### config.mk
export PLATFORM = sky130hd
export DESIGN_NAME = fm_mixer
export DESIGN_NICKNAME = d
export VERILOG_FILES = /design/src/hdl/synth_pkg.sv /design/src/hdl/slot_sequencer.sv /design/src/hdl/patch_regs.sv /design/src/hdl/mod_matrix.sv /design/src/hdl/voice_mixer.sv /design/src/hdl/fm_mixer.sv
export VERILOG_INCLUDE_DIRS = /design/src /design/src/hdl
export SDC_FILE = /design/constraint.sdc
export NUM_CORES = 2
export LEC_CHECK = 0
export BUFFER_PORTS_ARGS = -buffer_cell sky130_fd_sc_hd__buf_2
export CELL_PAD_IN_SITES_DETAIL_PLACEMENT = 1
export CELL_PAD_IN_SITES_GLOBAL_PLACEMENT = 1
export CORE_AREA = 2 2 344 346
export CTS_CLUSTER_DIAMETER = 80
export CTS_CLUSTER_SIZE = 8
export DETAILED_ROUTE_END_ITERATION = 8
export DIE_AREA = 0 0 346 348
export PLACE_DENSITY_LB_ADDON = 0.1
export REMOVE_ABC_BUFFERS = 1
export SYNTH_ARGS = -nofsm -noshare
export SYNTH_HDL_FRONTEND = slang
export SYNTH_SLANG_ARGS = --single-unit
### constraint.sdc
create_clock -name sCLK_XVXENVS -period 18.2 [get_ports sCLK_XVXENVS]
set_input_delay 0.91 -clock sCLK_XVXENVS [delete_from_list [all_inputs] [get_ports sCLK_XVXENVS]]
set_output_delay 0.91 -clock sCLK_XVXENVS [all_outputs]
set_load 0.02 [all_outputs]
### src/hdl/synth_consts.svh
`ifndef SYNTH_CONSTS_SVH
`define SYNTH_CONSTS_SVH

// voice and slot geometry
`define SYN_VOICES      4
`define SYN_V_OSC       4
`define SYN_SLOTS       (`SYN_VOICES * `SYN_V_OSC)
`define SYN_V_WIDTH     2
`define SYN_O_WIDTH     2

// datapath widths
`define SYN_AUD_BITS    24
`define SYN_MOD_BITS    11

// register map, byte addresses on the 7-bit register bus
`define SYN_ADR_LVL     7'h00   // + osc index
`define SYN_ADR_PAN     7'h08   // + osc index
`define SYN_ADR_MSRC    7'h10   // + osc index
`define SYN_ADR_MDEPTH  7'h18   // + osc index
`define SYN_ADR_MVOL    7'h20

`define SYN_PAN_CENTER  8'd64
`define SYN_MVOL_INIT   8'd127

`endif

### src/hdl/synth_pkg.sv
`default_nettype none

`include "synth_consts.svh"

package synth_pkg;

    // position of one slot inside the frame, slot index = voice * 4 + osc
    typedef struct packed {
        logic [`SYN_V_WIDTH-1:0] voice;
        logic [`SYN_O_WIDTH-1:0] osc;
    } slot_t;

    // what the oscillator engine presents for one slot
    typedef struct packed {
        logic signed [7:0]  env;    // envelope level
        logic signed [16:0] sine;   // sine table output
    } slot_in_t;

    // per-oscillator patch fields
    typedef struct packed {
        logic [7:0] level;  // unsigned
        logic [7:0] pan;    // 0 = full left
        logic [7:0] msrc;   // source osc in low bits
        logic [7:0] depth;  // signed
    } osc_patch_t;

    typedef struct packed {
        osc_patch_t [`SYN_V_OSC-1:0] osc;
        logic [7:0]                  mvol;
    } patch_t;

endpackage

`default_nettype wire

### src/hdl/slot_sequencer.sv
`timescale 1ns/1ps
`default_nettype none

`include "synth_consts.svh"

module slot_sequencer import synth_pkg::*; (
    input  wire logic sCLK_XVXENVS,
    input  wire logic arst_n,
    input  wire logic frame_start,
    input  slot_in_t  slot_in,
    output slot_t     slot,
    output slot_in_t  slot_in_q,
    output logic      slot_valid,
    output logic      last_slot,
    output logic      frame_start_q
);

    logic [`SYN_V_WIDTH+`SYN_O_WIDTH-1:0] nxt_idx;
    logic                                 nxt_valid;

    // a new strobe always wins, even in the middle of a frame
    always_comb begin
        if (frame_start) begin
            nxt_idx   = '0;
            nxt_valid = 1'b1;
        end else if (slot_valid && !last_slot) begin
            nxt_idx   = slot + 1'b1;    // slot_t packs as the flat index
            nxt_valid = 1'b1;
        end else begin
            nxt_idx   = slot;
            nxt_valid = 1'b0;           // idle after slot 15
        end
    end

    always_ff @(posedge sCLK_XVXENVS or negedge arst_n) begin
        if (!arst_n) begin
            slot          <= '0;
            slot_valid    <= 1'b0;
            last_slot     <= 1'b0;
            frame_start_q <= 1'b0;
        end else begin
            slot          <= slot_t'(nxt_idx);
            slot_valid    <= nxt_valid;
            last_slot     <= nxt_valid && (nxt_idx == `SYN_SLOTS - 1);
            frame_start_q <= frame_start;
        end
    end

    always_ff @(posedge sCLK_XVXENVS) begin
        slot_in_q <= slot_in;   // travels with its index
    end

endmodule

`default_nettype wire

### src/hdl/patch_regs.sv
`timescale 1ns/1ps
`default_nettype none

`include "synth_consts.svh"

module patch_regs import synth_pkg::*; (
    input  wire logic       sCLK_XVXENVS,
    input  wire logic       arst_n,
    input  wire logic [6:0] adr,
    input  wire logic [7:0] wr_data,
    input  wire logic       write,
    input  wire logic       read,
    output patch_t          patch,
    output logic      [7:0] rd_data,
    output logic            rd_valid
);

    patch_t                  regs;
    logic [6:0]              region;
    logic [`SYN_O_WIDTH-1:0] oi;
    logic                    osc_hit;
    logic [7:0]              rd_mux;

    assign region  = {adr[6:3], 3'b000};
    assign oi      = adr[`SYN_O_WIDTH-1:0];
    assign osc_hit = (adr[2:`SYN_O_WIDTH] == '0);   // only 4 of 8 slots per field
    assign patch   = regs;

    always_ff @(posedge sCLK_XVXENVS or negedge arst_n) begin
        if (!arst_n) begin
            for (int o = 0; o < `SYN_V_OSC; o++) begin
                regs.osc[o].level <= 8'd0;
                regs.osc[o].pan   <= `SYN_PAN_CENTER;
                regs.osc[o].msrc  <= 8'd0;
                regs.osc[o].depth <= 8'd0;
            end
            regs.mvol <= `SYN_MVOL_INIT;
        end else if (write) begin
            if (adr == `SYN_ADR_MVOL) begin
                regs.mvol <= wr_data;
            end else if (osc_hit) begin
                case (region)
                    `SYN_ADR_LVL:    regs.osc[oi].level <= wr_data;
                    `SYN_ADR_PAN:    regs.osc[oi].pan   <= wr_data;
                    `SYN_ADR_MSRC:   regs.osc[oi].msrc  <= wr_data;
                    `SYN_ADR_MDEPTH: regs.osc[oi].depth <= wr_data;
                    default: ;
                endcase
            end
        end
    end

    always_comb begin
        rd_mux = 8'd0;      // unmapped reads as zero
        if (adr == `SYN_ADR_MVOL) begin
            rd_mux = regs.mvol;
        end else if (osc_hit) begin
            case (region)
                `SYN_ADR_LVL:    rd_mux = regs.osc[oi].level;
                `SYN_ADR_PAN:    rd_mux = regs.osc[oi].pan;
                `SYN_ADR_MSRC:   rd_mux = regs.osc[oi].msrc;
                `SYN_ADR_MDEPTH: rd_mux = regs.osc[oi].depth;
                default:         rd_mux = 8'd0;
            endcase
        end
    end

    always_ff @(posedge sCLK_XVXENVS or negedge arst_n) begin
        if (!arst_n) begin
            rd_data  <= 8'd0;
            rd_valid <= 1'b0;
        end else begin
            rd_valid <= read;
            if (read) rd_data <= rd_mux;
        end
    end

endmodule

`default_nettype wire

### src/hdl/mod_matrix.sv
`timescale 1ns/1ps
`default_nettype none

`include "synth_consts.svh"

module mod_matrix import synth_pkg::*; (
    input  wire logic sCLK_XVXENVS,
    input  wire logic arst_n,
    input  slot_t     slot,
    input  slot_in_t  slot_in_q,
    input  wire logic slot_valid,
    input  wire logic frame_start_q,
    input  patch_t    patch,
    output logic signed [`SYN_MOD_BITS-1:0] modulation,
    output logic      mod_valid
);

    logic [7:0]                           bank0 [`SYN_SLOTS];
    logic [7:0]                           bank1 [`SYN_SLOTS];
    logic                                 bank_sel;
    logic                                 wr_bank;
    logic [`SYN_V_WIDTH+`SYN_O_WIDTH-1:0] rd_idx;
    osc_patch_t                           cur;
    logic signed [24:0]                   osc_prod;
    logic signed [24:0]                   osc_shift;
    logic signed [7:0]                    src_val;
    logic signed [15:0]                   mod_prod;
    logic signed [15:0]                   mod_shift;

    // the strobe flips the bank in the same cycle as slot 0
    assign wr_bank = bank_sel ^ frame_start_q;

    assign cur       = patch.osc[slot.osc];
    assign osc_prod  = $signed(slot_in_q.sine) * $signed(slot_in_q.env);
    assign osc_shift = osc_prod >>> 9;

    assign rd_idx  = {slot.voice, cur.msrc[`SYN_O_WIDTH-1:0]};  // same voice
    assign src_val = wr_bank ? $signed(bank0[rd_idx]) : $signed(bank1[rd_idx]);

    assign mod_prod  = src_val * $signed(cur.depth);
    assign mod_shift = mod_prod >>> 7;

    always_ff @(posedge sCLK_XVXENVS or negedge arst_n) begin
        if (!arst_n) begin
            bank_sel <= 1'b0;
            for (int i = 0; i < `SYN_SLOTS; i++) begin
                bank0[i] <= 8'd0;   // first frame modulates with zero
                bank1[i] <= 8'd0;
            end
        end else if (slot_valid) begin
            bank_sel <= wr_bank;
            if (wr_bank) begin
                bank1[slot] <= osc_shift[7:0];
            end else begin
                bank0[slot] <= osc_shift[7:0];
            end
        end
    end

    always_ff @(posedge sCLK_XVXENVS or negedge arst_n) begin
        if (!arst_n) begin
            mod_valid <= 1'b0;
        end else begin
            mod_valid <= slot_valid;
        end
    end

    always_ff @(posedge sCLK_XVXENVS) begin
        if (slot_valid) modulation <= mod_shift[`SYN_MOD_BITS-1:0];
    end

endmodule

`default_nettype wire

### src/hdl/voice_mixer.sv
`timescale 1ns/1ps
`default_nettype none

`include "synth_consts.svh"

module voice_mixer import synth_pkg::*; (
    input  wire logic                    sCLK_XVXENVS,
    input  wire logic                    arst_n,
    input  slot_t                        slot,
    input  slot_in_t                     slot_in_q,
    input  wire logic                    slot_valid,
    input  wire logic                    last_slot,
    input  patch_t                       patch,
    input  wire logic [`SYN_VOICES-1:0]  active_keys,
    output logic signed [`SYN_AUD_BITS-1:0] l_sample,
    output logic signed [`SYN_AUD_BITS-1:0] r_sample,
    output logic                         sample_valid
);

    localparam int AUD = `SYN_AUD_BITS;
    localparam logic signed [34:0] AUD_MAX = (35'sd1 <<< (AUD - 1)) - 35'sd1;
    localparam logic signed [34:0] AUD_MIN = -(35'sd1 <<< (AUD - 1));

    function automatic logic signed [AUD-1:0] sat_aud(input logic signed [34:0] v);
        logic signed [AUD-1:0] res;
        if (v > AUD_MAX) res = AUD_MAX[AUD-1:0];
        else if (v < AUD_MIN) res = AUD_MIN[AUD-1:0];
        else res = v[AUD-1:0];
        return res;
    endfunction

    logic signed [33:0] full_prod;
    logic signed [33:0] full_shift;
    logic               s1_valid, s1_last;
    slot_t              s1_slot;
    logic signed [19:0] s1_contrib;

    logic signed [8:0]  pan_r_w, pan_l_w;
    logic signed [28:0] prod_l, prod_r;
    logic signed [28:0] shl, shr;
    logic               s2_valid, s2_last;
    slot_t              s2_slot;
    logic signed [21:0] s2_l, s2_r;

    logic signed [25:0] acc_l, acc_r;
    logic signed [25:0] acc_l_nxt, acc_r_nxt;
    logic signed [34:0] vol_l, vol_r;

    // stage 1: gated sine * env * level
    assign full_prod  = $signed(slot_in_q.sine) * $signed(slot_in_q.env)
                      * $signed({1'b0, patch.osc[slot.osc].level});
    assign full_shift = full_prod >>> 14;

    always_ff @(posedge sCLK_XVXENVS) begin
        s1_slot    <= slot;
        s1_last    <= last_slot;
        s1_contrib <= active_keys[slot.voice] ? full_shift[19:0] : 20'sd0;  // key off
    end

    // stage 2: pan weighting
    assign pan_r_w = $signed({1'b0, patch.osc[s1_slot.osc].pan});
    assign pan_l_w = 9'sd127 - pan_r_w;
    assign prod_l  = s1_contrib * pan_l_w;
    assign prod_r  = s1_contrib * pan_r_w;
    assign shl     = prod_l >>> 7;
    assign shr     = prod_r >>> 7;

    always_ff @(posedge sCLK_XVXENVS) begin
        s2_slot <= s1_slot;
        s2_last <= s1_last;
        s2_l    <= shl[21:0];
        s2_r    <= shr[21:0];
    end

    // stage 3: accumulate, restart at slot 0
    assign acc_l_nxt = ((s2_slot == '0) ? 26'sd0 : acc_l) + s2_l;
    assign acc_r_nxt = ((s2_slot == '0) ? 26'sd0 : acc_r) + s2_r;
    assign vol_l     = (acc_l_nxt * $signed({1'b0, patch.mvol})) >>> 7;
    assign vol_r     = (acc_r_nxt * $signed({1'b0, patch.mvol})) >>> 7;

    always_ff @(posedge sCLK_XVXENVS or negedge arst_n) begin
        if (!arst_n) begin
            s1_valid     <= 1'b0;
            s2_valid     <= 1'b0;
            acc_l        <= '0;
            acc_r        <= '0;
            l_sample     <= '0;
            r_sample     <= '0;
            sample_valid <= 1'b0;
        end else begin
            s1_valid     <= slot_valid;
            s2_valid     <= s1_valid;
            sample_valid <= s2_valid && s2_last;
            if (s2_valid) begin
                acc_l <= acc_l_nxt;
                acc_r <= acc_r_nxt;
                if (s2_last) begin
                    l_sample <= sat_aud(vol_l);
                    r_sample <= sat_aud(vol_r);
                end
            end
        end
    end

endmodule

`default_nettype wire

### src/hdl/fm_mixer.sv
`timescale 1ns/1ps
`default_nettype none

`include "synth_consts.svh"

module fm_mixer import synth_pkg::*; (
    input  wire logic                       sCLK_XVXENVS,
    input  wire logic                       arst_n,
    input  wire logic                       frame_start,
    input  slot_in_t                        slot_in,
    input  wire logic [`SYN_VOICES-1:0]     active_keys,
    input  wire logic [6:0]                 adr,
    input  wire logic [7:0]                 wr_data,
    input  wire logic                       write,
    input  wire logic                       read,
    output logic [7:0]                      rd_data,
    output logic                            rd_valid,
    output logic signed [`SYN_MOD_BITS-1:0] modulation,
    output logic                            mod_valid,
    output logic signed [`SYN_AUD_BITS-1:0] l_sample,
    output logic signed [`SYN_AUD_BITS-1:0] r_sample,
    output logic                            sample_valid
);

    slot_t    slot;
    slot_in_t slot_in_q;
    logic     slot_valid;
    logic     last_slot;
    logic     frame_start_q;
    patch_t   patch;

    slot_sequencer u_seq (
        .sCLK_XVXENVS  (sCLK_XVXENVS),
        .arst_n        (arst_n),
        .frame_start   (frame_start),
        .slot_in       (slot_in),
        .slot          (slot),
        .slot_in_q     (slot_in_q),
        .slot_valid    (slot_valid),
        .last_slot     (last_slot),
        .frame_start_q (frame_start_q)
    );

    patch_regs u_regs (
        .sCLK_XVXENVS (sCLK_XVXENVS),
        .arst_n       (arst_n),
        .adr          (adr),
        .wr_data      (wr_data),
        .write        (write),
        .read         (read),
        .patch        (patch),
        .rd_data      (rd_data),
        .rd_valid     (rd_valid)
    );

    mod_matrix u_mod (
        .sCLK_XVXENVS  (sCLK_XVXENVS),
        .arst_n        (arst_n),
        .slot          (slot),
        .slot_in_q     (slot_in_q),
        .slot_valid    (slot_valid),
        .frame_start_q (frame_start_q),
        .patch         (patch),
        .modulation    (modulation),
        .mod_valid     (mod_valid)
    );

    voice_mixer u_mix (
        .sCLK_XVXENVS (sCLK_XVXENVS),
        .arst_n       (arst_n),
        .slot         (slot),
        .slot_in_q    (slot_in_q),
        .slot_valid   (slot_valid),
        .last_slot    (last_slot),
        .patch        (patch),
        .active_keys  (active_keys),
        .l_sample     (l_sample),
        .r_sample     (r_sample),
        .sample_valid (sample_valid)
    );

endmodule

`default_nettype wire

==> impl_metrics.py <==
metrics = {
    "clock_network": {
        "htreeDepth": 3,
        "cts_resized": 0,
        "hold_buffers": 0,
        "clk_latency_ps": 740,
        "clockRootBuffer": "clkbuf_16",
        "postCtsSetupBuffers": 0,
        "path_clk_slew_ps": 50,
        "cts.sinks": 620,
        "clk_path_buf_depth": 3,
        "cts_buffers": 94,
        "cts_tree": "done",
    },
    "setup_path": {
        "worst_setup_path_end_kind": "register",
        "critPathSlowestCell": "o31a_1",
        "worstPathArrival_ps": 11200,
        "critPathLaunch": "u_mix.s2_slot[1]",
        "required_ps": 18680,
        "max_stage_delay_ps": 820,
        "reg2reg_from": "u_mix.s2_slot[1]",
        "worst-r2r-cell-count": 34,
        "cp_max_fo": 52,
        "crit_type": "reg -> reg",
        "critPathLaunchType": "register",
    },
    "timing": {
        "tns_ps": 0,
        "fmax_ghz": 0.0933,
        "setup_viol": 0,
        "finalCritPeriodShare": 0.589,
        "timing.final.ws_setup_ps": 7480,
        "slew_headroom": 0.187,
        "worst-slew-pin-transition_ps": 1210,
        "grt_setup_unrepaired": "no",
        "hold_violations": 0,
        "skew_ps": 87.7,
        "slew_violations": 0,
        "period_minus_slack_ps": 10720,
    },
    "synth": {
        "ys_seq_area_frac": 0.228,
        "synth.largest_area_cell": "fa_1",
        "async_flop_share": 0.826,
        "synth_area_leaders": "fa_1, dfrtp_1, ha_1, inv_1, mux2_2",
        "netlist_instances": 6462,
        "synth_top_area_frac": 0.276,
        "ys_ff_latch": 620,
        "postSynthAreaPerCell_um2": 10.2,
        "synth_flop_cell": "dfrtp_1",
        "synth-edff-count": 9,
        "synth.distinct_cells": 90,
        "yosysWarnings": 0,
        "syn_area_um2": 66200,
    },
    "floorplanning": {
        "fp-row-count": 126,
        "fp.dieH_um": 348,
        "io_pins": 119,
        "dieWidth_um": 346,
        "start_util": 0.566,
        "die_area_um2": 120000,
        "design.core.area_um2": 117000,
    },
    "placement": {
        "io_buffers": 118,
        "place_hpwl_um": 128000,
        "placed_area_um2": 68200,
        "gp_congestion": 0.830,
        "dpl_worst_slack_ps": 7550,
    },
    "grt": {
        "grt_usage": 0.299,
        "grt_pass1_vias": 53200,
        "grt_remaining_overflow": 0,
        "antenna_found_initial": 13,
        "grt_pass1_wl_um": 287000,
        "grt_max_degree": 165,
    },
    "drt": {
        "first_pass_iters": 5,
        "vias_per_cell": 5.68,
        "wire_per_inst_um": 21.5,
        "drc": 0,
        "drt_iter0_markers": 2189,
        "drtAntennaViolNets": 0,
        "vias": 45900,
        "drt_wl_total_um": 174000,
    },
    "layout": {
        "final_cell_area_um2": 71100,
        "syn2layout_area_growth_pct": 7.38,
        "final_cell_mix": "inv_1, fa_1, nand2_1, dfrtp_1, ha_1",
        "drive_above_1_share": 0.136,
        "nets": 7868,
        "fillers": 12600,
        "final_common_cell": "inv_1",
    },
    "status": {
        "status": "complete, no violations",
    },
    "hold_path": {
        "hold_path_class": "in -> async",
    },
    "flow_run": {
        "max-cap-violations": 0,
    },
}
path summary, 6_finish.rpt:
kind	endpoint	slack, ps
setup reg to reg	u_mix.r_sample[2]	7480
min in group sCLK_XVXENVS	u_seq.slot_in_q[4]	270
setup / recovery	u_mix.r_sample[2]	7480
hold / removal	u_mix.acc_l[1]	130
max in group asynchronous	u_regs.patch[132]	15510
hold reg to reg	u_mix.s2_valid	370
final cells by class:
type	count	area (µm²)	area share
Antenna cell	2	5.00	0.0000704
Clock buffer	142	2560	0.0360
Clock inverter	18	310	0.00436
Inverter	1217	4570	0.0642
Multi-Input combinational cell	4365	45600	0.641
Sequential cell	620	15100	0.212
Tap cell	1536	1920	0.0270
Timing Repair Buffer	176	1060	0.0149
routing by layer:
metal,vias up,global-route usage,wire length [µm]
li1,20300,-,-
met1,24200,0.367,70500
met2,948,0.542,91000
met3,323,0.0426,6820
met4,16,0.0992,5650
met5,-,0,101
cells by family (layout without fill, tap and decap cells):
kind of cell | after synthesis | in the layout | synth area share
AOI/OAI and AO/OA | 519 | 519 | 0.0532
xor gates and xnor gates | 230 | 230 | 0.0305
adders and majority gates | 1345 | 1345 | 0.358
buffers and inverters | 1477 | 1553 | 0.0849
DFF | 620 | 620 | 0.228
muxes | 561 | 561 | 0.118
other | 0 | 2 | 0
and+or+nand+nor | 1710 | 1710 | 0.127
cell usage after synthesis, drive strengths merged, types with 35 or more instances:
cell type and n:
a21o 63, a21oi 112, and2 428, buf 43
clkbuf 217, dfrtp 501, dfxtp 99, fa 914
ha 431, inv 1217, mux2 402, mux4 136
nand2 580, nand2b 55, nand3 35, nor2 306
nor2b 174, nor3 42, o21ai 129, xnor2 153
xor2 77
sequential cells by signal, summed over array words and instances (netlist names), 8 cells and up:
signal / flops
u_mod.modulation: 9
u_mod.bank1: 128
u_mix.s2_r: 22
u_mix.s2_l: 22
u_mix.s1_contrib: 20
u_mix.acc_l: 26
u_mix.acc_r: 26
u_mix.r_sample: 24
u_regs.rd_data: 8
u_seq.slot_in_q: 25
u_mod.bank0: 128
u_mix.l_sample: 24
u_regs.patch: 136
through the flow:
step,cells,util,hold slack [ps]
after global placement,7914,0.583,353
after detailed placement,7914,0.583,356
after CTS,8074,0.608,147
after global routing,8074,0.608,168
after floorplan,6202,-,310
final,8076,0.608,129
worst max-delay path, delay by kind of cell (launching register included):
family,cells,cell delay (ps)
compound gates,18,4630
buf+inv,4,910
xor+xnor,1,690
fa+ha+maj,6,2740
simple gates,4,930
flops,1,300
mux,1,300
Power is left out: the tool's default activity adds up to more than one toggle a clock period on the data nets, which glitch-free logic cannot reach.
